## config.mk

```make
export PLATFORM = sky130hd
export DESIGN_NAME = mci_err_top
export DESIGN_NICKNAME = d
export VERILOG_FILES = /design/src/logic/mci_pkg.sv /design/src/logic/mci_err_top.sv /design/src/logic/mci_err_agg.sv /design/src/logic/mci_err_status.sv /design/src/logic/mci_wdt.sv
export VERILOG_INCLUDE_DIRS = /design/src /design/src/logic
export SDC_FILE = /design/constraint.sdc
export NUM_CORES = 1
export LEC_CHECK = 0
export BUFFER_PORTS_ARGS = -buffer_cell sky130_fd_sc_hd__buf_2
export CAP_MARGIN = 20
export CORE_UTILIZATION = 45
export CTS_CLUSTER_DIAMETER = 40
export DETAILED_ROUTE_END_ITERATION = 10
export PLACE_DENSITY = 0.72
export SYNTH_ARGS = -nofsm -noshare
export SYNTH_HDL_FRONTEND = slang
export SYNTH_HIERARCHICAL = 1
export SYNTH_SLANG_ARGS = --single-unit
```

## constraint.sdc

```tcl
create_clock -name core_clk_i -period 2.8 [get_ports core_clk_i]
set_input_delay 0.56 -clock core_clk_i [delete_from_list [all_inputs] [get_ports core_clk_i]]
set_output_delay 0.56 -clock core_clk_i [all_outputs]
set_load 0.05 [all_outputs]
```

## src/logic/mci_config.svh

```systemverilog
`ifndef MCI_CONFIG_SVH
`define MCI_CONFIG_SVH

// Watchdog sizing
// Both timer counters and both period inputs share this width
`define MCI_WDT_CNT_W 16

// Hardware error source counts
// These count only the external sources; the watchdog adds one bit
// to each status vector on top of them
`define MCI_NUM_FATAL_EXT 4

`define MCI_NUM_NON_FATAL_EXT 4

`endif
```

## src/logic/mci_pkg.sv

```systemverilog
`include "mci_config.svh"

package mci_pkg;

  //////////////////////////////////////////////////////////////////////
  // Watchdog types
  //////////////////////////////////////////////////////////////////////

  // Counter value and programmed period of one watchdog timer
  typedef logic [`MCI_WDT_CNT_W-1:0] wdt_cnt_t;

  //////////////////////////////////////////////////////////////////////
  // Hardware error vectors
  //////////////////////////////////////////////////////////////////////

  // Fatal status layout
  // The timer 2 expiry sits above the external sources
  typedef struct packed {
    logic                              wdt_t2;
    logic [`MCI_NUM_FATAL_EXT-1:0]     ext;
  } hw_err_fatal_t;

  // Non-fatal status layout
  // The timer 1 expiry sits above the external sources, so a first
  // watchdog expiry is only reported as non-fatal
  typedef struct packed {
    logic                              wdt_t1;
    logic [`MCI_NUM_NON_FATAL_EXT-1:0] ext;
  } hw_err_non_fatal_t;

endpackage

```

## src/logic/mci_err_top.sv

```systemverilog
`timescale 1ns/1ps

`include "mci_config.svh"

module mci_err_top (
  input  logic                              core_clk_i,
  input  logic                              rst_n_i,

  // Watchdog controls
  input  logic                              timer1_en_i,
  input  logic                              timer2_en_i,
  input  logic                              timer1_restart_i,
  input  logic                              timer2_restart_i,
  input  logic                              t1_service_i,
  input  logic                              t2_service_i,
  input  mci_pkg::wdt_cnt_t                 timer1_period_i,
  input  mci_pkg::wdt_cnt_t                 timer2_period_i,

  // External hardware error sources
  input  logic [`MCI_NUM_FATAL_EXT-1:0]     fatal_src_i,
  input  logic [`MCI_NUM_NON_FATAL_EXT-1:0] non_fatal_src_i,

  // Software side of the status registers
  input  mci_pkg::hw_err_fatal_t            fatal_clr_i,
  input  mci_pkg::hw_err_fatal_t            fatal_mask_i,
  input  mci_pkg::hw_err_non_fatal_t        non_fatal_clr_i,
  input  mci_pkg::hw_err_non_fatal_t        non_fatal_mask_i,

  output mci_pkg::hw_err_fatal_t            hw_error_fatal_o,
  output mci_pkg::hw_err_non_fatal_t        hw_error_non_fatal_o,

  // Aggregated summary outputs
  output logic                              all_error_fatal_o,
  output logic                              all_error_non_fatal_o
);

  logic                       t1_timeout;
  logic                       t2_timeout;
  mci_pkg::hw_err_fatal_t     fatal_src;
  mci_pkg::hw_err_non_fatal_t non_fatal_src;
  mci_pkg::hw_err_fatal_t     fatal_status;
  mci_pkg::hw_err_non_fatal_t non_fatal_status;

  //////////////////////////////////////////////////////////////////////
  // Watchdog
  //////////////////////////////////////////////////////////////////////

  mci_wdt mci_wdt_inst (
    .core_clk_i       (core_clk_i),
    .rst_n_i          (rst_n_i),
    .timer1_en_i      (timer1_en_i),
    .timer2_en_i      (timer2_en_i),
    .timer1_restart_i (timer1_restart_i),
    .timer2_restart_i (timer2_restart_i),
    .t1_service_i     (t1_service_i),
    .t2_service_i     (t2_service_i),
    .timer1_period_i  (timer1_period_i),
    .timer2_period_i  (timer2_period_i),
    .t1_timeout_o     (t1_timeout),
    .t2_timeout_o     (t2_timeout)
  );

  //////////////////////////////////////////////////////////////////////
  // Error status registers
  //////////////////////////////////////////////////////////////////////

  // Timer 1 expiry is non-fatal and timer 2 expiry is fatal
  assign fatal_src.wdt_t2     = t2_timeout;
  assign fatal_src.ext        = fatal_src_i;
  assign non_fatal_src.wdt_t1 = t1_timeout;
  assign non_fatal_src.ext    = non_fatal_src_i;

  mci_err_status #(
    .err_t (mci_pkg::hw_err_fatal_t)
  ) fatal_status_inst (
    .core_clk_i (core_clk_i),
    .rst_n_i    (rst_n_i),
    .src_i      (fatal_src),
    .clr_i      (fatal_clr_i),
    .status_o   (fatal_status)
  );

  mci_err_status #(
    .err_t (mci_pkg::hw_err_non_fatal_t)
  ) non_fatal_status_inst (
    .core_clk_i (core_clk_i),
    .rst_n_i    (rst_n_i),
    .src_i      (non_fatal_src),
    .clr_i      (non_fatal_clr_i),
    .status_o   (non_fatal_status)
  );

  assign hw_error_fatal_o     = fatal_status;
  assign hw_error_non_fatal_o = non_fatal_status;

  //////////////////////////////////////////////////////////////////////
  // Aggregation
  //////////////////////////////////////////////////////////////////////

  mci_err_agg mci_err_agg_inst (
    .core_clk_i            (core_clk_i),
    .rst_n_i               (rst_n_i),
    .fatal_status_i        (fatal_status),
    .fatal_mask_i          (fatal_mask_i),
    .non_fatal_status_i    (non_fatal_status),
    .non_fatal_mask_i      (non_fatal_mask_i),
    .all_error_fatal_o     (all_error_fatal_o),
    .all_error_non_fatal_o (all_error_non_fatal_o)
  );

endmodule

```

## src/logic/mci_err_agg.sv

```systemverilog
`timescale 1ns/1ps

module mci_err_agg (
  input  logic                       core_clk_i,
  input  logic                       rst_n_i,

  input  mci_pkg::hw_err_fatal_t     fatal_status_i,
  input  mci_pkg::hw_err_fatal_t     fatal_mask_i,

  input  mci_pkg::hw_err_non_fatal_t non_fatal_status_i,
  input  mci_pkg::hw_err_non_fatal_t non_fatal_mask_i,

  output logic                       all_error_fatal_o,
  output logic                       all_error_non_fatal_o
);

  logic fatal_any;
  logic non_fatal_any;

  // First stage holds the reduced and masked status
  logic fatal_any_q;
  logic non_fatal_any_q;

  // Second stage drives the outputs
  logic all_fatal_q;
  logic all_non_fatal_q;

  //////////////////////////////////////////////////////////////////////
  // Masking and reduction
  //////////////////////////////////////////////////////////////////////

  // A set mask bit hides the status bit from the summary only
  // The status register itself still holds it
  assign fatal_any     = |(fatal_status_i & ~fatal_mask_i);
  assign non_fatal_any = |(non_fatal_status_i & ~non_fatal_mask_i);

  //////////////////////////////////////////////////////////////////////
  // Two register stages
  //////////////////////////////////////////////////////////////////////

  // A status change in cycle K shows on the outputs in cycle K+2
  // Both stages update every cycle, so back-to-back changes pipeline
  always_ff @(posedge core_clk_i or negedge rst_n_i) begin
    if (!rst_n_i) begin
      fatal_any_q     <= 1'b0;
      non_fatal_any_q <= 1'b0;
      all_fatal_q     <= 1'b0;
      all_non_fatal_q <= 1'b0;
    end else begin
      fatal_any_q     <= fatal_any;
      non_fatal_any_q <= non_fatal_any;
      all_fatal_q     <= fatal_any_q;
      all_non_fatal_q <= non_fatal_any_q;
    end
  end

  assign all_error_fatal_o     = all_fatal_q;
  assign all_error_non_fatal_o = all_non_fatal_q;

endmodule

```

## src/logic/mci_err_status.sv

```systemverilog
`timescale 1ns/1ps

module mci_err_status #(
  // Payload layout as one of the hardware error vector types
  parameter type err_t = mci_pkg::hw_err_fatal_t
) (
  input  logic core_clk_i,
  input  logic rst_n_i,

  // Error sources with one bit per status field
  input  err_t src_i,

  // Write-one-to-clear pulses
  input  err_t clr_i,

  // Captured status as software reads it
  output err_t status_o
);

  err_t status_q;
  err_t status_d;

  //////////////////////////////////////////////////////////////////////
  // Sticky update
  //////////////////////////////////////////////////////////////////////

  // Clear first and then set, so a source that fires in the same cycle
  // as its clear keeps the bit set
  assign status_d = err_t'((status_q & ~clr_i) | src_i);

  always_ff @(posedge core_clk_i or negedge rst_n_i) begin
    if (!rst_n_i) begin
      status_q <= '0;
    end else begin
      status_q <= status_d;
    end
  end

  assign status_o = status_q;

endmodule

```

## src/logic/mci_wdt.sv

```systemverilog
`timescale 1ns/1ps

module mci_wdt (
  input  logic              core_clk_i,
  input  logic              rst_n_i,

  // A low timer 2 enable selects cascade mode
  input  logic              timer1_en_i,
  input  logic              timer2_en_i,

  // Pets restart a running timer
  input  logic              timer1_restart_i,
  input  logic              timer2_restart_i,

  // Service pulses clear an expired timer
  input  logic              t1_service_i,
  input  logic              t2_service_i,

  input  mci_pkg::wdt_cnt_t timer1_period_i,
  input  mci_pkg::wdt_cnt_t timer2_period_i,

  output logic              t1_timeout_o,
  output logic              t2_timeout_o
);

  // Both timers live in two-entry arrays
  // Entry 0 is timer 1 and entry 1 is timer 2
  logic                    cascade_mode;
  logic [1:0]              cnt_en;
  logic [1:0]              restart;
  logic [1:0]              service;
  logic [1:0]              expire;
  logic [1:0]              timeout_q;
  mci_pkg::wdt_cnt_t [1:0] period;
  mci_pkg::wdt_cnt_t [1:0] count_q;

  //////////////////////////////////////////////////////////////////////
  // Mode select and per-timer controls
  //////////////////////////////////////////////////////////////////////

  assign cascade_mode = ~timer2_en_i;

  // Timer 1 runs whenever it is enabled
  assign cnt_en[0] = timer1_en_i;

  // In cascade mode timer 2 only starts once timer 1 has expired
  // and stays enabled
  assign cnt_en[1] = cascade_mode ? (timer1_en_i & timeout_q[0]) : 1'b1;

  assign restart[0] = timer1_restart_i;
  assign restart[1] = timer2_restart_i;

  assign service[0] = t1_service_i;
  assign service[1] = t2_service_i;

  assign period[0] = timer1_period_i;
  assign period[1] = timer2_period_i;

  // A timer expires when its counter reaches the period while it is
  // still running, so the flag is raised on the following edge
  always_comb begin
    for (int i = 0; i < 2; i++) begin
      expire[i] = cnt_en[i] & ~timeout_q[i] & (count_q[i] == period[i]);
    end
  end

  //////////////////////////////////////////////////////////////////////
  // Counters and timeout flags
  //////////////////////////////////////////////////////////////////////

  always_ff @(posedge core_clk_i or negedge rst_n_i) begin
    if (!rst_n_i) begin
      count_q   <= '0;
      timeout_q <= '0;
    end else begin
      for (int i = 0; i < 2; i++) begin
        // A pet is only honoured while the timer has not expired
        // After expiry only a service brings the count back to zero
        if (service[i] || (restart[i] && !timeout_q[i])) begin
          count_q[i] <= '0;
        end else if (cnt_en[i] && !timeout_q[i]) begin
          count_q[i] <= count_q[i] + mci_pkg::wdt_cnt_t'(1);
        end

        // Timeout is a level held until serviced
        if (service[i]) begin
          timeout_q[i] <= 1'b0;
        end else if (expire[i]) begin
          timeout_q[i] <= 1'b1;
        end
      end
    end
  end

  assign t1_timeout_o = timeout_q[0];
  assign t2_timeout_o = timeout_q[1];

endmodule

```

==> results.py, run 1 <==
metrics = {
    "outcome": {
        "status": "finished clean",
    },
    "clock_network": {
        "cts_resized": 0,
        "postCtsSetupBuffers": 0,
        "clk_latency_ns": 0.30,
        "hold_buffers": 0,
        "tritoncts.num_buffers": 5,
        "clkTransAtPathRegs_ns": 0.08,
        "cts_max_level": 2,
        "clockRootBuffer": "clkbuf_8",
        "cts_sinks": 48,
        "clk_path_buf_depth": 2,
        "cts_tree": "yes",
    },
    "route": {
        "drc": 0,
        "drtIter0Drc": 125,
        "antenna_left": 0,
        "routed_wl_mm": 5.801,
        "first_pass_iters": 4,
        "vias": 2238,
        "avgRoutedWirePerCell_um": 13.71,
        "via_per_inst": 5.291,
    },
    "job": {
        "drv_cap": 0,
    },
    "critical_path": {
        "worstSetupStartpointType": "register",
        "endpoint_kind": "register",
        "cp_max_fo": 12,
        "critical_path_class": "register to register",
        "crit_arrival_ns": 2.41,
        "critPathRequiredTime_ns": 3.02,
        "r2r_start": "mci_wdt_inst/timeout_q[0]$_DFFE_PN0P_",
        "r2r-end": "mci_wdt_inst/count_q[29]$_DFFE_PN0P_",
        "startpoint": "mci_wdt_inst/timeout_q[0]$_DFFE_PN0P_",
        "ff2ff_setup_slack_ns": 0.61,
        "reg2reg_depth": 4,
    },
    "die": {
        "io_pins": 80,
        "die_w_um": 77.72,
        "core_area_sq_um": 5507,
        "die_area_sq_um": 6040,
        "core.rowCount": 27,
        "initial_utilization_pct": 46.85,
        "die_height_um": 77.72,
    },
    "final_layout": {
        "fin_cells": 423,
        "fin_area_sq_um": 3168,
        "insertedDiodeCount": 0,
        "fin_nets": 420,
        "layout-area-overhead-vs-synth_pct": 22.79,
        "drive_gt1_share_pct": 26.50,
    },
    "timing": {
        "clock.fmax_ghz": 0.4562,
        "hold_viol": 0,
        "fin_setup_tns_ns": 0,
        "rsz0062_at_grt": "false",
        "fin_crit_ns": 2.192,
        "slew-limit-headroom_pct": 44.19,
        "worst_pin_slew_ns": 0.8372,
        "drv_slew": 0,
        "finalCritPeriodShare_pct": 78.29,
        "finalClockSkew_ns": 0.002677,
        "setup_viol": 0,
    },
    "power": {
        "power_density_nw_per_um2": 435.8,
        "p_total_mw": 1.381,
        "max-vdd-ir-drop_v": 0.0002478,
        "p_leak_nw": 1.565,
    },
    "yosys": {
        "yosys_most_used_dff": "dfrtp_1",
        "ys_seq_elements": 48,
        "synth.cell_area_sq_um": 2580,
        "avgSynthCellArea_sq_um": 9.663,
        "async_flop_share_pct": 100.0,
        "synth_edf_count": 0,
        "yosysWarnings": 6,
        "ys_seq_area_share_pct": 46.56,
        "synth_cells": 267,
        "synth_cell_types": 33,
        "synth_fp_nets": 337,
    },
    "placed_design": {
        "io_buffers": 79,
        "gp_congestion": 0.7877,
        "dp_hpwl_mm": 4.377,
        "place_inst": 415,
        "placed_cell_area_sq_um": 3060,
    },
    "global_route": {
        "overflow": 0,
        "grt_usage_pct": 20.87,
        "grt_pass1_vias": 2112,
        "grt_antenna_before_repair": 0,
        "grt_pass1_wl_mm": 9.784,
        "grt_max_degree": 23,
    },
    "hold_path": {
        "hold_class": "input pin to asynchronous set/reset pin",
    },
}
==> power by group <==
| group | internal (mW) | total [mW] | switching [mW] |
|---|---|---|---|
| Sequential | 0.707 | 0.718 | 0.0106 |
| Combinational | 0.0681 | 0.172 | 0.103 |
| Clock | 0.265 | 0.492 | 0.226 |
| Total | 1.04 | 1.38 | 0.340 |
==> registers in the layout (all words and copies together) (netlist names) <==
register / flops
mci_err_agg_inst/all_error_non_fatal_o: 1
mci_wdt_inst/timeout_q: 2
mci_err_agg_inst/non_fatal_any_q: 1
mci_wdt_inst/count_q: 32
fatal_status_inst/status_o: 5
mci_err_agg_inst/fatal_any_q: 1
non_fatal_status_inst/status_o: 5
mci_err_agg_inst/all_error_fatal_o: 1
==> Yosys cell counts, types with 2 or more instances <==
cell      number  area (sq um)
a21o_1        12         90.09
a21oi_1       15         75.07
a222oi_1       2         20.02
clkbuf_1       4         15.01
dfrtp_1       48          1201
ha_1           2         25.02
inv_1         27         101.4
nand2_1        5         18.77
nand3_1       11         55.05
nand4_1        7         43.79
nand4b_1       2         17.52
nor2_1        19         71.32
nor3_1        10         50.05
nor4_1         7         43.79
o21ai_0       11         55.05
o221ai_1       2         17.52
o22ai_1        2         12.51
o31ai_1        3         22.52
or2_2          2         12.51
or3_1          9         56.30
or3_2          2         15.01
or4_1          7         52.55
xnor2_1       15         131.4
xor2_1        34         297.8
==> critical path, cell delays in order, from the launching register on <==
cell     delay [ns]
dfrtp_1        0.43
a21oi_1        0.28
or4b_1         0.74
or4_1          0.52
a21oi_1        0.15
==> layout make-up <==
type / count / area, sq um
fillers: 513 / 2338
multi-input cells: 187 / 1257
flip-flops and latches: 48 / 1201
repair buffers: 81 / 410.4
inverters: 27 / 101.3
well taps: 72 / 90.09
clock buffers: 6 / 72.57
clock inverters: 2 / 35.03
==> cell usage in the layout, fill, tap and decap left out, types with 3 or more instances in the layout <==
| master | n |
|---|---|
| o21ai_0 | 11 |
| nor3_1 | 10 |
| or4_1 | 7 |
| inv_1 | 27 |
| clkbuf_8 | 5 |
| nand4_1 | 7 |
| buf_2 | 79 |
| or3_1 | 9 |
| dfrtp_1 | 48 |
| o31ai_1 | 3 |
| nor2_1 | 19 |
| a21oi_1 | 15 |
| nand2_1 | 5 |
| xnor2_1 | 15 |
| nand3_1 | 11 |
| xor2_1 | 34 |
| a21o_1 | 12 |
| nor4_1 | 7 |
==> stage by stage <==
step	worst slack [ns]	utilization, %	hold slack, ns
4_1_cts	0.5933	57.53	0.1362
2_1_floorplan	0.8551	-	0.2644
6_report	0.6079	57.53	0.1393
5_1_grt	0.4654	57.53	0.1423
3_3_place_gp	0.4499	55.58	0.3340
3_5_place_dp	0.3929	55.58	0.3389
==> kinds of logic (layout without fill, tap and decap cells) <==
group / after synthesis / after routing / share of synthesized area, %
AOI/OAI and AO/OA: 47 / 47 / 11.35
xor gates and xnor gates: 49 / 49 / 16.63
adders and majority gates: 2 / 2 / 0.9698
buffers and inverters: 32 / 116 / 4.704
DFF: 48 / 48 / 46.56
muxes: 1 / 1 / 0.3880
and+or+nand+nor: 88 / 88 / 19.40
==> layer usage <==
layer / track usage, % / share of wire, %
met1: 28.68 / 46
met2: 33.36 / 47
met3: 4.235 / 5.4
met5: 0 / 0
met4: 5.849 / 1.2
==> how the worst max path moves through the flow <==
stage	end	slack, ns	depth (start not counted)
finish	mci_wdt_inst/count_q[29]$_DFFE_PN0P_	0.61	4
global route	mci_wdt_inst/count_q[29]$_DFFE_PN0P_	0.47	4
CTS	mci_wdt_inst/count_q[29]$_DFFE_PN0P_	0.59	4
detailed placement	mci_wdt_inst/count_q[29]$_DFFE_PN0P_	0.39	5
global placement	mci_wdt_inst/count_q[29]$_DFFE_PN0P_	0.45	5
floorplan	mci_wdt_inst/count_q[29]$_DFFE_PN0P_	0.86	5
No activity file was read; power rests on OpenSTA's default activity.
==> run 2, diff against run 1 <==
- clock period: 2.8 -> 2.2 ns (I/O delays scaled with it)
==> run 2 against run 1 <==
  * Register-to-register slack got worse by 0.43 ns
  * Clock skew rose by 0.0016 ns
  * Clock-buffer cell count fell by 1
  * Global-route usage fell by 0.64 points
  * Sequential power rose by 27%
  * Critical path depth did not move
  * Highest routed layer unchanged
==> results.py, run 2 (synthesis results as in run 1) <==
metrics = {
    "route": {
        "avgRoutedWirePerCell_um": 12.95,
        "antenna_left": 0,
        "first_pass_iters": 4,
        "vias": 2207,
        "via_per_inst": 5.181,
        "routed_wl_mm": 5.515,
        "drc": 0,
        "drtIter0Drc": 71,
    },
    "timing": {
        "clock.fmax_ghz": 0.4940,
        "finalClockSkew_ns": 0.004292,
        "drv_slew": 0,
        "finalCritPeriodShare_pct": 92.02,
        "rsz0062_at_grt": "false",
        "hold_viol": 0,
        "worst_pin_slew_ns": 0.5168,
        "slew-limit-headroom_pct": 65.55,
        "fin_setup_tns_ns": 0,
        "setup_viol": 0,
        "fin_crit_ns": 2.024,
    },
    "critical_path": {
        "endpoint_kind": "register",
        "r2r-end": "mci_wdt_inst/count_q[29]$_DFFE_PN0P_",
        "crit_arrival_ns": 2.25,
        "worstSetupStartpointType": "register",
        "r2r_start": "mci_wdt_inst/count_q[19]$_DFFE_PN0P_",
        "critPathRequiredTime_ns": 2.43,
        "slowest_stage": "or4b_1",
        "path_delay_family": "simple AND/OR/NAND/NOR gates",
        "cpPeakStageDelay_ns": 0.68,
        "reg2reg_depth": 4,
        "cp_num_buf_inv": 0,
        "critical_path_class": "register to register",
        "worstPathCellList": "nand3b_4 > or4b_1 > or4_1 > a21oi_1",
        "ff2ff_setup_slack_ns": 0.18,
        "cp_max_fo": 10,
    },
    "power": {
        "switchingPower_mw": 0.4447,
        "clock_power_share_pct": 36.1,
        "p_comb_share_pct": 12.4,
        "p_leak_nw": 1.582,
        "max-vdd-ir-drop_v": 0.0002861,
        "power_frac_seq_pct": 51.6,
        "p_int_mw": 1.326,
        "sw_frac_of_total_pct": 25.12,
        "power_density_nw_per_um2": 552.0,
    },
    "outcome": {
        "status": "finished clean",
    },
    "global_route": {
        "grt_usage_pct": 20.23,
        "grt_pass1_vias": 2089,
        "grt_max_degree": 28,
        "overflow": 0,
        "grt_pass1_wl_mm": 9.508,
        "grt_antenna_before_repair": 0,
    },
    "final_layout": {
        "fin_area_sq_um": 3207,
        "largest_reg_flops": 32,
        "insertedDiodeCount": 0,
        "fin_nets": 423,
        "max_flop_register": "mci_wdt_inst/count_q",
        "layout-area-overhead-vs-synth_pct": 24.30,
        "final_cell_mix": "79 x buf_2, 48 x dfrtp_1, 34 x xor2_1, 27 x inv_1, 19 x nor2_1",
        "final_common_cell": "buf_2",
        "drive_gt1_share_pct": 27.40,
    },
    "die": {
        "die_height_um": 77.72,
        "core_area_sq_um": 5507,
        "core.rowCount": 27,
        "io_pins": 80,
        "die_area_sq_um": 6040,
        "initial_utilization_pct": 46.85,
        "die_w_um": 77.72,
    },
    "clock_network": {
        "clk_latency_ns": 0.30,
        "hold_buffers": 0,
        "cts_resized": 0,
        "tritoncts.num_buffers": 5,
        "cts_tree": "yes",
        "cts_max_level": 2,
        "clockRootBuffer": "clkbuf_8",
        "postCtsSetupBuffers": 0,
        "clkTransAtPathRegs_ns": 0.09,
        "clk_path_buf_depth": 2,
        "cts_sinks": 48,
    },
    "placed_design": {
        "dp_hpwl_mm": 4.252,
        "gp_congestion": 0.7978,
        "placed_cell_area_sq_um": 3095,
        "io_buffers": 79,
    },
    "job": {
        "drv_cap": 0,
    },
    "hold_path": {
        "hold_class": "input pin to asynchronous set/reset pin",
    },
}
## run 2: how the worst max path moves through the flow
stage | from | cells after the start | slack (ns) | to
2_1_floorplan | mci_wdt_inst/timeout_q[1]$_DFFE_PN0P_ | 5 | 0.28 | mci_wdt_inst/count_q[29]$_DFFE_PN0P_
3_3_place_gp | timer1_en_i | 5 | 0.13 | mci_wdt_inst/count_q[29]$_DFFE_PN0P_
3_5_place_dp | timer1_en_i | 5 | 0.1 | mci_wdt_inst/count_q[29]$_DFFE_PN0P_
4_1_cts | mci_wdt_inst/timeout_q[0]$_DFFE_PN0P_ | 4 | 0.17 | mci_wdt_inst/count_q[29]$_DFFE_PN0P_
5_1_grt | mci_wdt_inst/timeout_q[0]$_DFFE_PN0P_ | 4 | 0.03 | mci_wdt_inst/count_q[29]$_DFFE_PN0P_
6_report | mci_wdt_inst/count_q[19]$_DFFE_PN0P_ | 4 | 0.18 | mci_wdt_inst/count_q[29]$_DFFE_PN0P_
## run 2: worst register-to-register path: stages, from the launching register on
cell and delay, ns:
dfrtp_1 0.48, nand3b_4 0.13, or4b_1 0.68, or4_1 0.52
a21oi_1 0.14
## run 2: stage by stage
step           utilization [%]  power, mW  worst slack [ns]  std cells  hold slack (ns)
2_1_floorplan                -      1.038            0.2847        267           0.1444
3_3_place_gp             56.21      1.150            0.1347        418           0.3326
3_5_place_dp             56.21      1.154           0.09935        418           0.3365
4_1_cts                  58.24      1.805            0.1680        426           0.1122
5_1_grt                  58.24      1.857           0.02836        426           0.1344
6_report                 58.24      1.770            0.1755        426          0.09584
## run 2: final cells by class
type	instances	area (sq um)
clock buffers	5	68.82
clock inverters	3	42.54
fillers	496	2300
inverters	27	101.3
multi-input cells	187	1257
flip-flops and latches	48	1201
well taps	72	90.09
repair buffers	84	445.4
## run 2: routing by layer
layer / global-route usage (%) / part of all wire (%) / vias to the layer above
li1: - / - / 1105
met1: 26.41 / 44 / 1017
met2: 32.92 / 48 / 76
met3: 4.000 / 5.8 / 9
met4: 8.113 / 1.8 / 0
met5: 0 / 0 / -
## run 2: power by group through the flow
stage | sequential (mW) | clock [mW] | combinational, mW
after floorplan | 0.976 | 0 | 0.0618
after global placement | 0.931 | 0 | 0.220
after detailed placement | 0.931 | 0 | 0.223
after CTS | 0.914 | 0.668 | 0.223
after global routing | 0.917 | 0.697 | 0.244
final | 0.913 | 0.639 | 0.219
